[src/hdl/csr_config.svh]
`ifndef CSR_CONFIG_SVH
`define CSR_CONFIG_SVH

`define XLEN        32
`define HWI_N       8
`define TIMER_N     32
`define LIE_TI_BIT  11

// csr numbers
`define CSR_CRMD    14'h000
`define CSR_PRMD    14'h001
`define CSR_ECFG    14'h004
`define CSR_ESTAT   14'h005
`define CSR_ERA     14'h006
`define CSR_EENTRY  14'h00c
`define CSR_SAVE0   14'h030
`define CSR_SAVE1   14'h031
`define CSR_SAVE2   14'h032
`define CSR_SAVE3   14'h033
`define CSR_TID     14'h040
`define CSR_TCFG    14'h041
`define CSR_TVAL    14'h042
`define CSR_TICLR   14'h044

`define ECODE_INT   6'h00
`define CRMD_RESET  32'h0000_0008  // da set, plv 0, ie 0

`endif
[src/hdl/csr_pkg.sv]
`default_nettype none

package csr_pkg;

    // privileged operation handed over by the pipeline
    typedef enum logic [2:0] {
        OP_NONE    = 3'd0,
        OP_CSRRD   = 3'd1,
        OP_CSRWR   = 3'd2,
        OP_CSRXCHG = 3'd3,
        OP_ERTN    = 3'd4,
        OP_EXCP    = 3'd5,
        OP_INT     = 3'd6   // only made by the issue stage
    } csr_op_t;

    typedef logic [13:0] csr_num_t;

    typedef logic [5:0] ecode_t;

endpackage

`default_nettype wire

[src/hdl/csr_control.sv]
`timescale 1ns/100ps
`default_nettype none

`include "csr_config.svh"

module csr_control import csr_pkg::*;
(
    input  wire               clk,
    input  wire               rstn,
    input  wire               stall,
    input  wire               inst_valid,
    input  wire csr_op_t      inst_op,
    input  wire csr_num_t     csr_num,
    input  wire [`XLEN-1:0]   wdata,
    input  wire [`XLEN-1:0]   wmask,
    input  wire [`XLEN-1:0]   pc,
    input  wire ecode_t       excp_ecode,
    input  wire [`HWI_N-1:0]  hw_int,
    output logic [`XLEN-1:0]  rdata,
    output logic              flush,
    output logic [`XLEN-1:0]  flush_pc,
    output logic [1:0]        plv,
    output logic              ie
);

    logic                commit_valid;
    csr_op_t             commit_op;
    csr_num_t            commit_num;
    logic [`XLEN-1:0]    commit_data;
    logic [`XLEN-1:0]    commit_pc;
    ecode_t              commit_ecode;
    logic [`XLEN-1:0]    cur_value;
    logic [`XLEN-1:0]    era;
    logic [`XLEN-1:0]    eentry;
    logic                int_pending;
    logic [`TIMER_N-1:0] tcfg_value;
    logic                tcfg_write;
    logic                ti_clear;
    logic [`TIMER_N-1:0] tval;
    logic                ti_flag;

    csr_issue u_issue (
        .clk(clk), .rstn(rstn), .stall(stall),
        .inst_valid(inst_valid), .inst_op(inst_op), .csr_num(csr_num),
        .wdata(wdata), .wmask(wmask), .pc(pc), .excp_ecode(excp_ecode),
        .cur_value(cur_value), .era(era), .eentry(eentry), .int_pending(int_pending),
        .rdata(rdata), .flush(flush), .flush_pc(flush_pc),
        .commit_valid(commit_valid), .commit_op(commit_op), .commit_num(commit_num),
        .commit_data(commit_data), .commit_pc(commit_pc), .commit_ecode(commit_ecode)
    );

    // read port follows the incoming csr number
    csr_file u_file (
        .clk(clk), .rstn(rstn),
        .commit_valid(commit_valid), .commit_op(commit_op), .commit_num(commit_num),
        .commit_data(commit_data), .commit_pc(commit_pc), .commit_ecode(commit_ecode),
        .stall(stall), .read_num(csr_num), .cur_value(cur_value), .hw_int(hw_int),
        .ti_flag(ti_flag), .tval(tval),
        .tcfg_value(tcfg_value), .tcfg_write(tcfg_write), .ti_clear(ti_clear),
        .era(era), .eentry(eentry), .int_pending(int_pending), .plv(plv), .ie(ie)
    );

    csr_timer u_timer (
        .clk(clk), .rstn(rstn),
        .tcfg_value(tcfg_value), .tcfg_write(tcfg_write), .ti_clear(ti_clear),
        .tval(tval), .ti_flag(ti_flag)
    );

endmodule

`default_nettype wire

[src/hdl/csr_issue.sv]
`timescale 1ns/100ps
`default_nettype none

`include "csr_config.svh"

module csr_issue import csr_pkg::*;
(
    input  wire               clk,
    input  wire               rstn,
    input  wire               stall,
    input  wire               inst_valid,
    input  wire csr_op_t      inst_op,
    input  wire csr_num_t     csr_num,
    input  wire [`XLEN-1:0]   wdata,
    input  wire [`XLEN-1:0]   wmask,
    input  wire [`XLEN-1:0]   pc,
    input  wire ecode_t       excp_ecode,
    input  wire [`XLEN-1:0]   cur_value,
    input  wire [`XLEN-1:0]   era,
    input  wire [`XLEN-1:0]   eentry,
    input  wire               int_pending,
    output logic [`XLEN-1:0]  rdata,
    output logic              flush,
    output logic [`XLEN-1:0]  flush_pc,
    output logic              commit_valid,
    output csr_op_t           commit_op,
    output csr_num_t          commit_num,
    output logic [`XLEN-1:0]  commit_data,
    output logic [`XLEN-1:0]  commit_pc,
    output ecode_t            commit_ecode
);

    logic             accept;
    logic             take_int;
    csr_op_t          op;
    ecode_t           ecode;
    logic             is_csr;
    logic [`XLEN-1:0] mask;
    logic [`XLEN-1:0] merged;
    logic [`XLEN-1:0] next_pc;

    assign accept = inst_valid && !stall;

    // no second interrupt while an entry is still committing
    assign take_int = int_pending &&
                      !(commit_valid && (commit_op == OP_EXCP || commit_op == OP_INT));

    always_comb
    begin
        op    = inst_op;
        ecode = excp_ecode;
        if (take_int)
        begin
            op    = OP_INT;     // interrupt beats a reported exception
            ecode = `ECODE_INT;
        end
    end

    assign is_csr = op == OP_CSRRD || op == OP_CSRWR || op == OP_CSRXCHG;
    assign mask   = (op == OP_CSRXCHG) ? wmask : '1;
    assign merged = (cur_value & ~mask) | (wdata & mask);

    always_comb
    begin
        case (op)
            OP_EXCP, OP_INT: next_pc = eentry;
            OP_ERTN:         next_pc = era;
            default:         next_pc = pc + 32'd4;
        endcase
    end

    always_ff @(posedge clk)
    begin
        if (!rstn)
        begin
            commit_valid <= 1'b0;
            commit_op    <= OP_NONE;
            rdata        <= '0;
            flush        <= 1'b0;
            flush_pc     <= '0;
        end
        else if (!stall)
        begin
            commit_valid <= accept;   // stays up through a stall
            if (accept)
            begin
                commit_op <= op;
                rdata     <= is_csr ? cur_value : '0;
                flush     <= op != OP_CSRRD;
                flush_pc  <= next_pc;
            end
        end
    end

    always_ff @(posedge clk)
    begin
        if (accept)
        begin
            commit_num   <= csr_num;
            commit_data  <= merged;
            commit_pc    <= pc;
            commit_ecode <= ecode;
        end
    end

endmodule

`default_nettype wire

[src/hdl/csr_file.sv]
`timescale 1ns/100ps
`default_nettype none

`include "csr_config.svh"

module csr_file import csr_pkg::*;
(
    input  wire                 clk,
    input  wire                 rstn,
    input  wire                 commit_valid,
    input  wire csr_op_t        commit_op,
    input  wire csr_num_t       commit_num,
    input  wire [`XLEN-1:0]     commit_data,
    input  wire [`XLEN-1:0]     commit_pc,
    input  wire ecode_t         commit_ecode,
    input  wire                 stall,
    input  wire csr_num_t       read_num,
    output logic [`XLEN-1:0]    cur_value,
    input  wire [`HWI_N-1:0]    hw_int,
    input  wire                 ti_flag,
    input  wire [`TIMER_N-1:0]  tval,
    output logic [`TIMER_N-1:0] tcfg_value,
    output logic                tcfg_write,
    output logic                ti_clear,
    output logic [`XLEN-1:0]    era,
    output logic [`XLEN-1:0]    eentry,
    output logic                int_pending,
    output logic [1:0]          plv,
    output logic                ie
);

    logic [8:0]         crmd;
    logic [2:0]         prmd;
    logic [12:0]        ecfg_lie;
    logic [1:0]         estat_is;    // software interrupt bits
    ecode_t             estat_ecode;
    logic [`XLEN-1:6]   eentry_base;
    logic [`XLEN-1:0]   save0, save1, save2, save3;
    logic [`XLEN-1:0]   tid;
    logic [`TIMER_N-1:0] tcfg;
    logic [`XLEN-1:0]   estat_value;
    logic               commit_en;
    logic               csr_write;

    assign commit_en = commit_valid && !stall;
    assign csr_write = commit_en && (commit_op == OP_CSRWR || commit_op == OP_CSRXCHG);
    assign ti_clear  = csr_write && commit_num == `CSR_TICLR && commit_data[0];

    assign plv        = crmd[1:0];
    assign ie         = crmd[2];
    assign eentry     = {eentry_base, 6'b0};
    assign tcfg_value = tcfg;

    always_comb
    begin
        estat_value                  = '0;
        estat_value[1:0]             = estat_is;
        estat_value[`HWI_N+1:2]      = hw_int;
        estat_value[`LIE_TI_BIT]     = ti_flag;
        estat_value[21:16]           = estat_ecode;
    end

    assign int_pending = ie && |(estat_value[12:0] & ecfg_lie);

    always_comb
    begin
        cur_value = '0;
        case (read_num)
            `CSR_CRMD:   cur_value[8:0] = crmd;
            `CSR_PRMD:   cur_value[2:0] = prmd;
            `CSR_ECFG:   cur_value[12:0] = ecfg_lie;
            `CSR_ESTAT:  cur_value = estat_value;
            `CSR_ERA:    cur_value = era;
            `CSR_EENTRY: cur_value = eentry;
            `CSR_SAVE0:  cur_value = save0;
            `CSR_SAVE1:  cur_value = save1;
            `CSR_SAVE2:  cur_value = save2;
            `CSR_SAVE3:  cur_value = save3;
            `CSR_TID:    cur_value = tid;
            `CSR_TCFG:   cur_value[`TIMER_N-1:0] = tcfg;
            `CSR_TVAL:   cur_value[`TIMER_N-1:0] = tval;
            default:     cur_value = '0;   // ticlr reads as zero too
        endcase
    end

    always_ff @(posedge clk)
    begin
        if (!rstn)
        begin
            crmd        <= 9'(`CRMD_RESET);
            prmd        <= '0;
            ecfg_lie    <= '0;
            estat_is    <= '0;
            estat_ecode <= '0;
            era         <= '0;
            eentry_base <= '0;
            save0       <= '0;
            save1       <= '0;
            save2       <= '0;
            save3       <= '0;
            tid         <= '0;
            tcfg        <= '0;
            tcfg_write  <= 1'b0;
        end
        else
        begin
            tcfg_write <= 1'b0;
            if (csr_write)
            begin
                case (commit_num)
                    `CSR_CRMD:   crmd <= commit_data[8:0];
                    `CSR_PRMD:   prmd <= commit_data[2:0];
                    `CSR_ECFG:   ecfg_lie <= {commit_data[12:11], 1'b0, commit_data[9:0]};
                    `CSR_ESTAT:  estat_is <= commit_data[1:0];
                    `CSR_ERA:    era <= commit_data;
                    `CSR_EENTRY: eentry_base <= commit_data[`XLEN-1:6];
                    `CSR_SAVE0:  save0 <= commit_data;
                    `CSR_SAVE1:  save1 <= commit_data;
                    `CSR_SAVE2:  save2 <= commit_data;
                    `CSR_SAVE3:  save3 <= commit_data;
                    `CSR_TID:    tid <= commit_data;
                    `CSR_TCFG:
                    begin
                        tcfg       <= commit_data[`TIMER_N-1:0];
                        tcfg_write <= 1'b1;   // timer reloads next edge
                    end
                    default:     tcfg_write <= 1'b0;
                endcase
            end
            else if (commit_en && (commit_op == OP_EXCP || commit_op == OP_INT))
            begin
                prmd        <= crmd[2:0];    // save plv and ie
                crmd[2:0]   <= 3'b000;
                era         <= commit_pc;
                estat_ecode <= commit_ecode;
            end
            else if (commit_en && commit_op == OP_ERTN)
            begin
                crmd[2:0] <= prmd;
            end
        end
    end

endmodule

`default_nettype wire

[src/hdl/csr_timer.sv]
`timescale 1ns/100ps
`default_nettype none

`include "csr_config.svh"

module csr_timer
(
    input  wire                 clk,
    input  wire                 rstn,
    input  wire [`TIMER_N-1:0]  tcfg_value,
    input  wire                 tcfg_write,
    input  wire                 ti_clear,
    output logic [`TIMER_N-1:0] tval,
    output logic                ti_flag
);

    logic                en;
    logic                periodic;
    logic [`TIMER_N-1:0] init_val;

    assign en       = tcfg_value[0];
    assign periodic = tcfg_value[1];
    assign init_val = {tcfg_value[`TIMER_N-1:2], 2'b00};

    always_ff @(posedge clk)
    begin
        if (!rstn)
        begin
            tval    <= '0;
            ti_flag <= 1'b0;
        end
        else
        begin
            if (ti_clear)
                ti_flag <= 1'b0;
            else if (en && !tcfg_write && tval == '0)
                ti_flag <= 1'b1;

            if (en && tcfg_write)
                tval <= init_val;        // fresh config
            else if (!en)
                tval <= '0;
            else if (tval == '0 && periodic)
                tval <= init_val;
            else if (tval != '1)
                tval <= tval - 1'b1;     // one-shot parks at all ones
        end
    end

endmodule

`default_nettype wire

[config.mk]
export PLATFORM = sky130hd
export DESIGN_NAME = csr_control
export DESIGN_NICKNAME = d
export VERILOG_FILES = /design/src/hdl/csr_pkg.sv /design/src/hdl/csr_control.sv /design/src/hdl/csr_issue.sv /design/src/hdl/csr_file.sv /design/src/hdl/csr_timer.sv
export VERILOG_INCLUDE_DIRS = /design/src /design/src/hdl
export SDC_FILE = /design/constraint.sdc
export NUM_CORES = 1
export LEC_CHECK = 0
export BUFFER_PORTS_ARGS = -buffer_cell sky130_fd_sc_hd__buf_2
export CAP_MARGIN = 20
export CORE_MARGIN = 2
export CORE_UTILIZATION = 40
export DETAILED_ROUTE_END_ITERATION = 12
export GPL_TIMING_DRIVEN = 0
export PLACE_DENSITY_LB_ADDON = 0.05
export SYNTH_ARGS = -nofsm -noshare
export SYNTH_HDL_FRONTEND = slang
export SYNTH_SLANG_ARGS = --single-unit
[constraint.sdc]
create_clock -name clk -period 4.25 [get_ports clk]
set_input_delay 0.425 -clock clk [delete_from_list [all_inputs] [get_ports clk]]
set_output_delay 0.425 -clock clk [all_outputs]
set_load 0.02 [all_outputs]
== Word-level counts from Yosys, hierarchy flattened ==
Index checks and enable logic that the tools add are counted.

* Flip-flop bits (word level): 469
* Input port bits: 131
* Output and inout port bits: 68
* Word-level logic and storage cells: 148

* Add/sub/neg operators: 2
* Equality and inequality tests: 41
* Muxes and demuxes: 23
* Bitwise operators: 9
* Reductions and logical operators: 46

{| class="wikitable"
|+ Operator list
! operator !! number
|-
| 2-to-1 mux 32 bit || 9
|-
| one-hot mux 19 bit (10 select lines) || 1
|-
| == test 14 x 6 -> 1 bit, second input constant || 8
|-
| == test 14 x 3 -> 1 bit, second input constant || 6
|-
| == test 14 x 7 -> 1 bit, second input constant || 6
|-
| one-hot mux 6 bit (12 select lines) || 1
|-
| bitwise AND 32 bit || 2
|-
| one-hot mux 32 bit (2 select lines) || 1
|-
| one-hot mux 4 bit (11 select lines) || 1
|-
| one-hot mux 3 bit (12 select lines) || 1
|-
| adder 32 x 3 -> 32 bit, second input constant || 1
|-
| zero test 32 bit || 1
|-
| != test 32 bit, second input constant || 1
|-
| NOT 32 bit || 1
|-
| bitwise OR 32 bit || 1
|-
| AND reduction 2 bit || 16
|-
| subtractor 32 x 1 -> 32 bit, second input constant || 1
|-
| == test 14 x 1 -> 1 bit, second input constant || 2
|-
| == test 14 x 4 -> 1 bit, second input constant || 2
|-
| zero test 14 bit || 2
|-
| 2-to-1 mux 3 bit || 8
|-
| == test 3 bit, second input constant || 6
|-
| logical AND 1 bit || 14
|-
| bitwise AND 12 x 13 -> 13 bit || 1
|-
| other kinds (14) || 28
|}

== Logic depth before layout (Yosys ltp) ==
* Word-level depth: 11
* Gate-level depth with buffers: 10
* Depth with buffers taken out: 7

== Hierarchy ==
Synthesis repeated with hierarchy kept, for this count alone.

* Cells, all modules: 2382
* Area total of the unflattened synthesis: 21928.5 um^2

{| class="wikitable"
|+ By module, submodules not included
! module !! instances !! cells an instance !! area an instance (um^2)
|-
| csr_file || 1 || 1628 || 13621.8
|-
| csr_issue || 1 || 536 || 6422.4
|-
| csr_timer || 1 || 218 || 1884.3
|}

== Least setup slack after synthesis ==
Ideal clock, no wire load.

* Kind: input -> register
* Start point: input port stall
* End point: register u_issue.flush
* Setup time: 0.278 ns
* Arrival time: 3.582 ns
* Setup slack: 0.391 ns
* Stages: 5
* Path buffers: 2
* Cell sequence: nand2b_1 clkbuf_1 inv_1 clkbuf_1 a41oi_1

* Cells in the longest elaborated chain, start to end: 3
* Elaborated cells between the ends (all ways): 4
* Classes of those cells: 1 x bitwise; 3 x reduce/logical

{| class="wikitable"
|+ Ends and longest elaborated chain
! element !! RTL line !! source
|-
| start: declaration || csr_control.sv:10 || <nowiki>input wire stall,</nowiki>
|-
| zero test 1 bit || - ||
|-
| logical AND 1 bit || csr_issue.sv:42 || <nowiki>assign accept = inst_valid && !stall;</nowiki>
|-
| net u_issue.accept || csr_issue.sv:33 || <nowiki>logic accept;</nowiki>
|-
| AND reduction 2 bit (no source line) || - ||
|-
| end signal: assignment || csr_issue.sv:79 || <nowiki>flush <= 1'b0;</nowiki>
|-
| end signal: assignment || csr_issue.sv:89 || <nowiki>flush <= op != OP_CSRRD;</nowiki>
|-
| end: declaration || csr_issue.sv:23 || <nowiki>output logic flush,</nowiki>
|}

The timed path passes the listed nets, and every way through them passes these cells.
A chain may end at the register's enable or synchronous reset.

== Worst setup path after layout ==
* Start point: input port csr_num[9]
* End point: register u_issue.commit_data[13], data pin

* Cells in the longest elaborated chain, start to end: 4
* Elaborated cells between the ends (all ways): 13
* Classes of those cells: 10 x eq/ne; 1 x mux; 2 x bitwise

{| class="wikitable"
|+ Ends and longest elaborated chain
! element !! RTL line !! source
|-
| start: declaration || csr_control.sv:13 || <nowiki>input wire csr_num_t csr_num,</nowiki>
|-
| == test 14 x 7 -> 1 bit, or another cell as far along || csr_file.sv:68 || <nowiki>case (read_num)</nowiki>
|-
| one-hot mux 19 bit (10 select lines) * || csr_file.sv:68 ||
|-
| bitwise AND 32 bit * || csr_issue.sv:61 || <nowiki>assign merged = (cur_value & ~mask) | (wdata & mask);</nowiki>
|-
| bitwise OR 32 bit * || csr_issue.sv:61 ||
|-
| net u_issue.merged[13] || csr_issue.sv:39 || <nowiki>logic [`XLEN-1:0] merged;</nowiki>
|-
| end signal: assignment || csr_issue.sv:100 || <nowiki>commit_data <= merged;</nowiki>
|-
| end: declaration || csr_issue.sv:28 || <nowiki>output logic [`XLEN-1:0] commit_data,</nowiki>
|}

Mark *: on every way through the listed nets, which the timed path passes. The rest lies on a longest branch.

==> qor.yml <==
status: "finished, final reports clean"
die_x_um: 235
clock_tree.root_cell: "clkbuf_16"
seq_area_um2: 10200
clock-sinks: 469
h-tree-depth: 2
numPortBuffers: 197
wirelength_um: 89100
synthesis.area_um2: 21300
core-area_um2: 52700
multi_input_comb_area_um2: 10200
numCtsBuffers: 53
instances_no_fill: 3339
fin_total_pwr_mw: 9.96
final_util: 0.476
synth_fa_ha_area_frac: 0.00235
max_cap_viol_count: 0
ios: 199
synthArstFlopShare: 0
synth_edf_count: 84
fillerInstances: 5135
place_inst: 3230
initial_core_util: 0.405
nets: 2741
antenna_found_initial: 1
clockBufferDepth: 3
dieArea_um2: 55200
synthXorXnorAreaFrac: 0.0242
finalClockSkew_ns: 0.0190
powerDensity_nw_per_um2: 397
synth_compound_area_frac: 0.183
hold_violations: 0
drt-initial-drc-count: 2056
vias_per_cell: 5.92
track_usage: 0.313
first_pass_iters: 9
peakVddDrop_uv: 288
ctsResizeCount: 0
startpoint_type: "input pin"
cts_tree: "done"
ys_ff_latch: 469
worst_pin_slew_ns: 1.21
synth_warnings: 0
synth_mux_area_frac: 0.0949
p_leak_nw: 8.82
synthCells: 2339
critPathRequiredTime_ns: 4.61
synthSimpleGateAreaFrac: 0.175
slew-limit-headroom: 0.184
period_share: 0.955
syn_nets: 2474
ys.flop_type: "dfxtp_1"
globalplace.congestion: 0.928
avgRoutedWirePerCell_um: 26.7
setup_viol: 0
grt_pass1_wl_um: 129000
min_path_type: "input pin to flop"
drc: 0
drive_above_1_share: 0.141
cp_data_arrival_time_ns: 4.42
synth_top_family_by_area: "compound AO/OA/AOI/OAI gates"
cp-end-kind: "flop"
place_hpwl_um: 69100
ant_nets: 0
period_minus_slack_ns: 4.06
avgSynthCellArea_um2: 9.12
vias: 19763
rsz0062_at_grt: "false"
grt_pass1_vias: 18990
yosysSeqAreaShare: 0.480
path_max_fanout: 10
rows: 84
fmax_mhz: 246
gr-total-overflow: 0
drv_slew: 0
chipHeight_um: 235
cts.clk_slew.worst_paths_ns: 0.06
synth.distinct_cells: 74
clock_latency_ns: 0.61
critPathKind: "input pin to flop"
grt_max_degree: 63
syn_to_final_growth_pct: 17.7
-- layout by cell type, fill, tap and decap left out, types with 25 or more instances in the layout --
master,netlist,layout
a21oi_1,159,159
a22o_1,52,52
a22oi_1,71,71
a311oi_1,32,32
buf_2,13,213
clkbuf_1,165,179
clkbuf_16,0,55
dfxtp_1,385,385
edfxtp_1,84,84
mux2i_1,182,182
nand2_1,332,332
nand3_1,38,38
nor2_1,285,285
nor3_1,32,32
nor4_1,26,25
o21ai_0,88,88
xnor2_1,33,33
xor2_1,26,26
-- through the flow --
stage                     hold slack, ns  worst slack (ns)  TNS (ns)  cell area (µm²)
after floorplan                    0.431             0.391         0            21300
after global placement             0.431             -1.43   -120.03            23200
after detailed placement           0.440            -0.116    -0.398            23200
after CTS                        0.00401             0.387         0            25100
after global routing              0.0199             0.287         0            25100
final                             0.0341             0.193         0            25100
-- cells in the mapped netlist (6+ instances only) --
cell type	instances	share of area
a211oi_1	23	0.0081
a211oi_2	10	0.0059
a21oi_1	159	0.037
a221o_1	9	0.0042
a221oi_1	17	0.0070
a222oi_1	7	0.0033
a22o_1	52	0.021
a22oi_1	71	0.025
a311oi_1	32	0.013
a31oi_1	6	0.0018
a32oi_1	16	0.0066
and2_1	14	0.0041
and3_1	8	0.0023
buf_1	9	0.0016
buf_2	13	0.0031
buf_4	12	0.0042
clkbuf_1	165	0.029
dfxtp_1	385	0.36
edfxtp_1	84	0.12
inv_1	10	0.0018
mux2_2	16	0.0084
mux2i_1	182	0.085
nand2_1	332	0.058
nand2b_1	6	0.0018
nand3_1	38	0.0089
nand4_1	22	0.0065
nor2_1	285	0.050
nor3_1	32	0.0075
nor4_1	26	0.0076
o21ai_0	88	0.021
o22ai_1	13	0.0038
o2bb2ai_1	18	0.0074
o31ai_1	22	0.0077
or2_2	8	0.0023
or3_1	6	0.0018
or4_1	8	0.0028
xnor2_1	33	0.014
xor2_1	26	0.011
-- power by group --
part | switching [mW] | total [mW] | internal (mW) | leakage, nW
Combinational | 0.485 | 0.659 | 0.174 | 4.06
Sequential | 0.0335 | 4.64 | 4.60 | 3.90
Clock | 1.90 | 4.66 | 2.76 | 0.867
Total | 2.42 | 9.96 | 7.53 | 8.82
-- path summary, 6_finish.rpt --
kind                                     startpoint                                 to  slack (ns)  depth (start not counted)
setup / recovery                         csr_num[9]  u_issue.commit_data[13]$_DFFE_PP_        0.19                         10
hold / removal                                pc[1]     u_issue.commit_pc[1]$_DFFE_PP_        0.03                          1
hold reg to reg       u_issue.rdata[0]$_SDFFE_PN0P_      u_issue.rdata[0]$_SDFFE_PN0P_        0.45                          2
setup reg to reg  u_issue.commit_op[1]$_SDFFE_PN0P_  u_issue.commit_data[13]$_DFFE_PP_        0.36                          6
-- registers in the layout (all words and copies together), names as in the netlist, 2 cells and up --
| name | flops |
|---|---|
| u_file.era | 32 |
| u_file.save0 | 32 |
| u_file.save1 | 32 |
| u_file.save2 | 32 |
| u_file.save3 | 32 |
| u_file.tcfg_value | 32 |
| u_file.tid | 32 |
| u_issue.commit_data | 32 |
| u_issue.commit_pc | 32 |
| u_issue.flush_pc | 32 |
| u_issue.rdata | 32 |
| u_timer.tval | 32 |
| u_file.eentry_base | 26 |
| u_issue.commit_num | 14 |
| u_file.ecfg_lie | 12 |
| u_file.crmd | 9 |
| u_file.estat_ecode | 6 |
| u_issue.commit_ecode | 6 |
| u_file.prmd | 3 |
| u_issue.commit_op | 3 |
| u_file.estat_is | 2 |
-- critical path: stages --
cell,delay [ns]
dlygate4sd3_1,0.53
buf_2,0.13
or4_1,0.53
clkbuf_1,0.31
nor4_2,0.83
clkbuf_1,0.69
a22oi_1,0.28
nand3_1,0.20
a21oi_1,0.09
o31ai_1,0.39
-- kinds of logic (layout without fill, tap and decap cells) --
logic type | count (synthesis) | after routing
fa+ha+maj | 4 | 4
other cells | 0 | 2
mux | 199 | 199
buf+inv | 212 | 522
flops | 469 | 469
xor+xnor | 59 | 59
compound gates | 567 | 567
simple gates | 829 | 829
-- area by class of cell --
class	instances	area share
Antenna cell	2	0.000200
Buffer	201	0.0333
Clock buffer	82	0.0637
Clock inverter	16	0.00633
Inverter	11	0.00165
Multi-Input combinational cell	1658	0.408
Sequential cell	469	0.408
Tap cell	688	0.0343
Timing Repair Buffer	212	0.0451
-- timing repair --
item | 4_1_cts | 5_1_grt
endpoints found under the setup margin | 0 | 0
hold buffers | 8 | 0
hold endpoints to repair | 8 | 0
setup buffers | 0 | 0
-- layer usage --
layer	part of all wire	vias to the layer above	global-route usage
met5	0	-	0
met4	0.041	0	0.129
met2	0.45	893	0.502
met3	0.072	187	0.0493
li1	-	9007	-
met1	0.43	9676	0.421
Power figures use the tool's default switching activity.
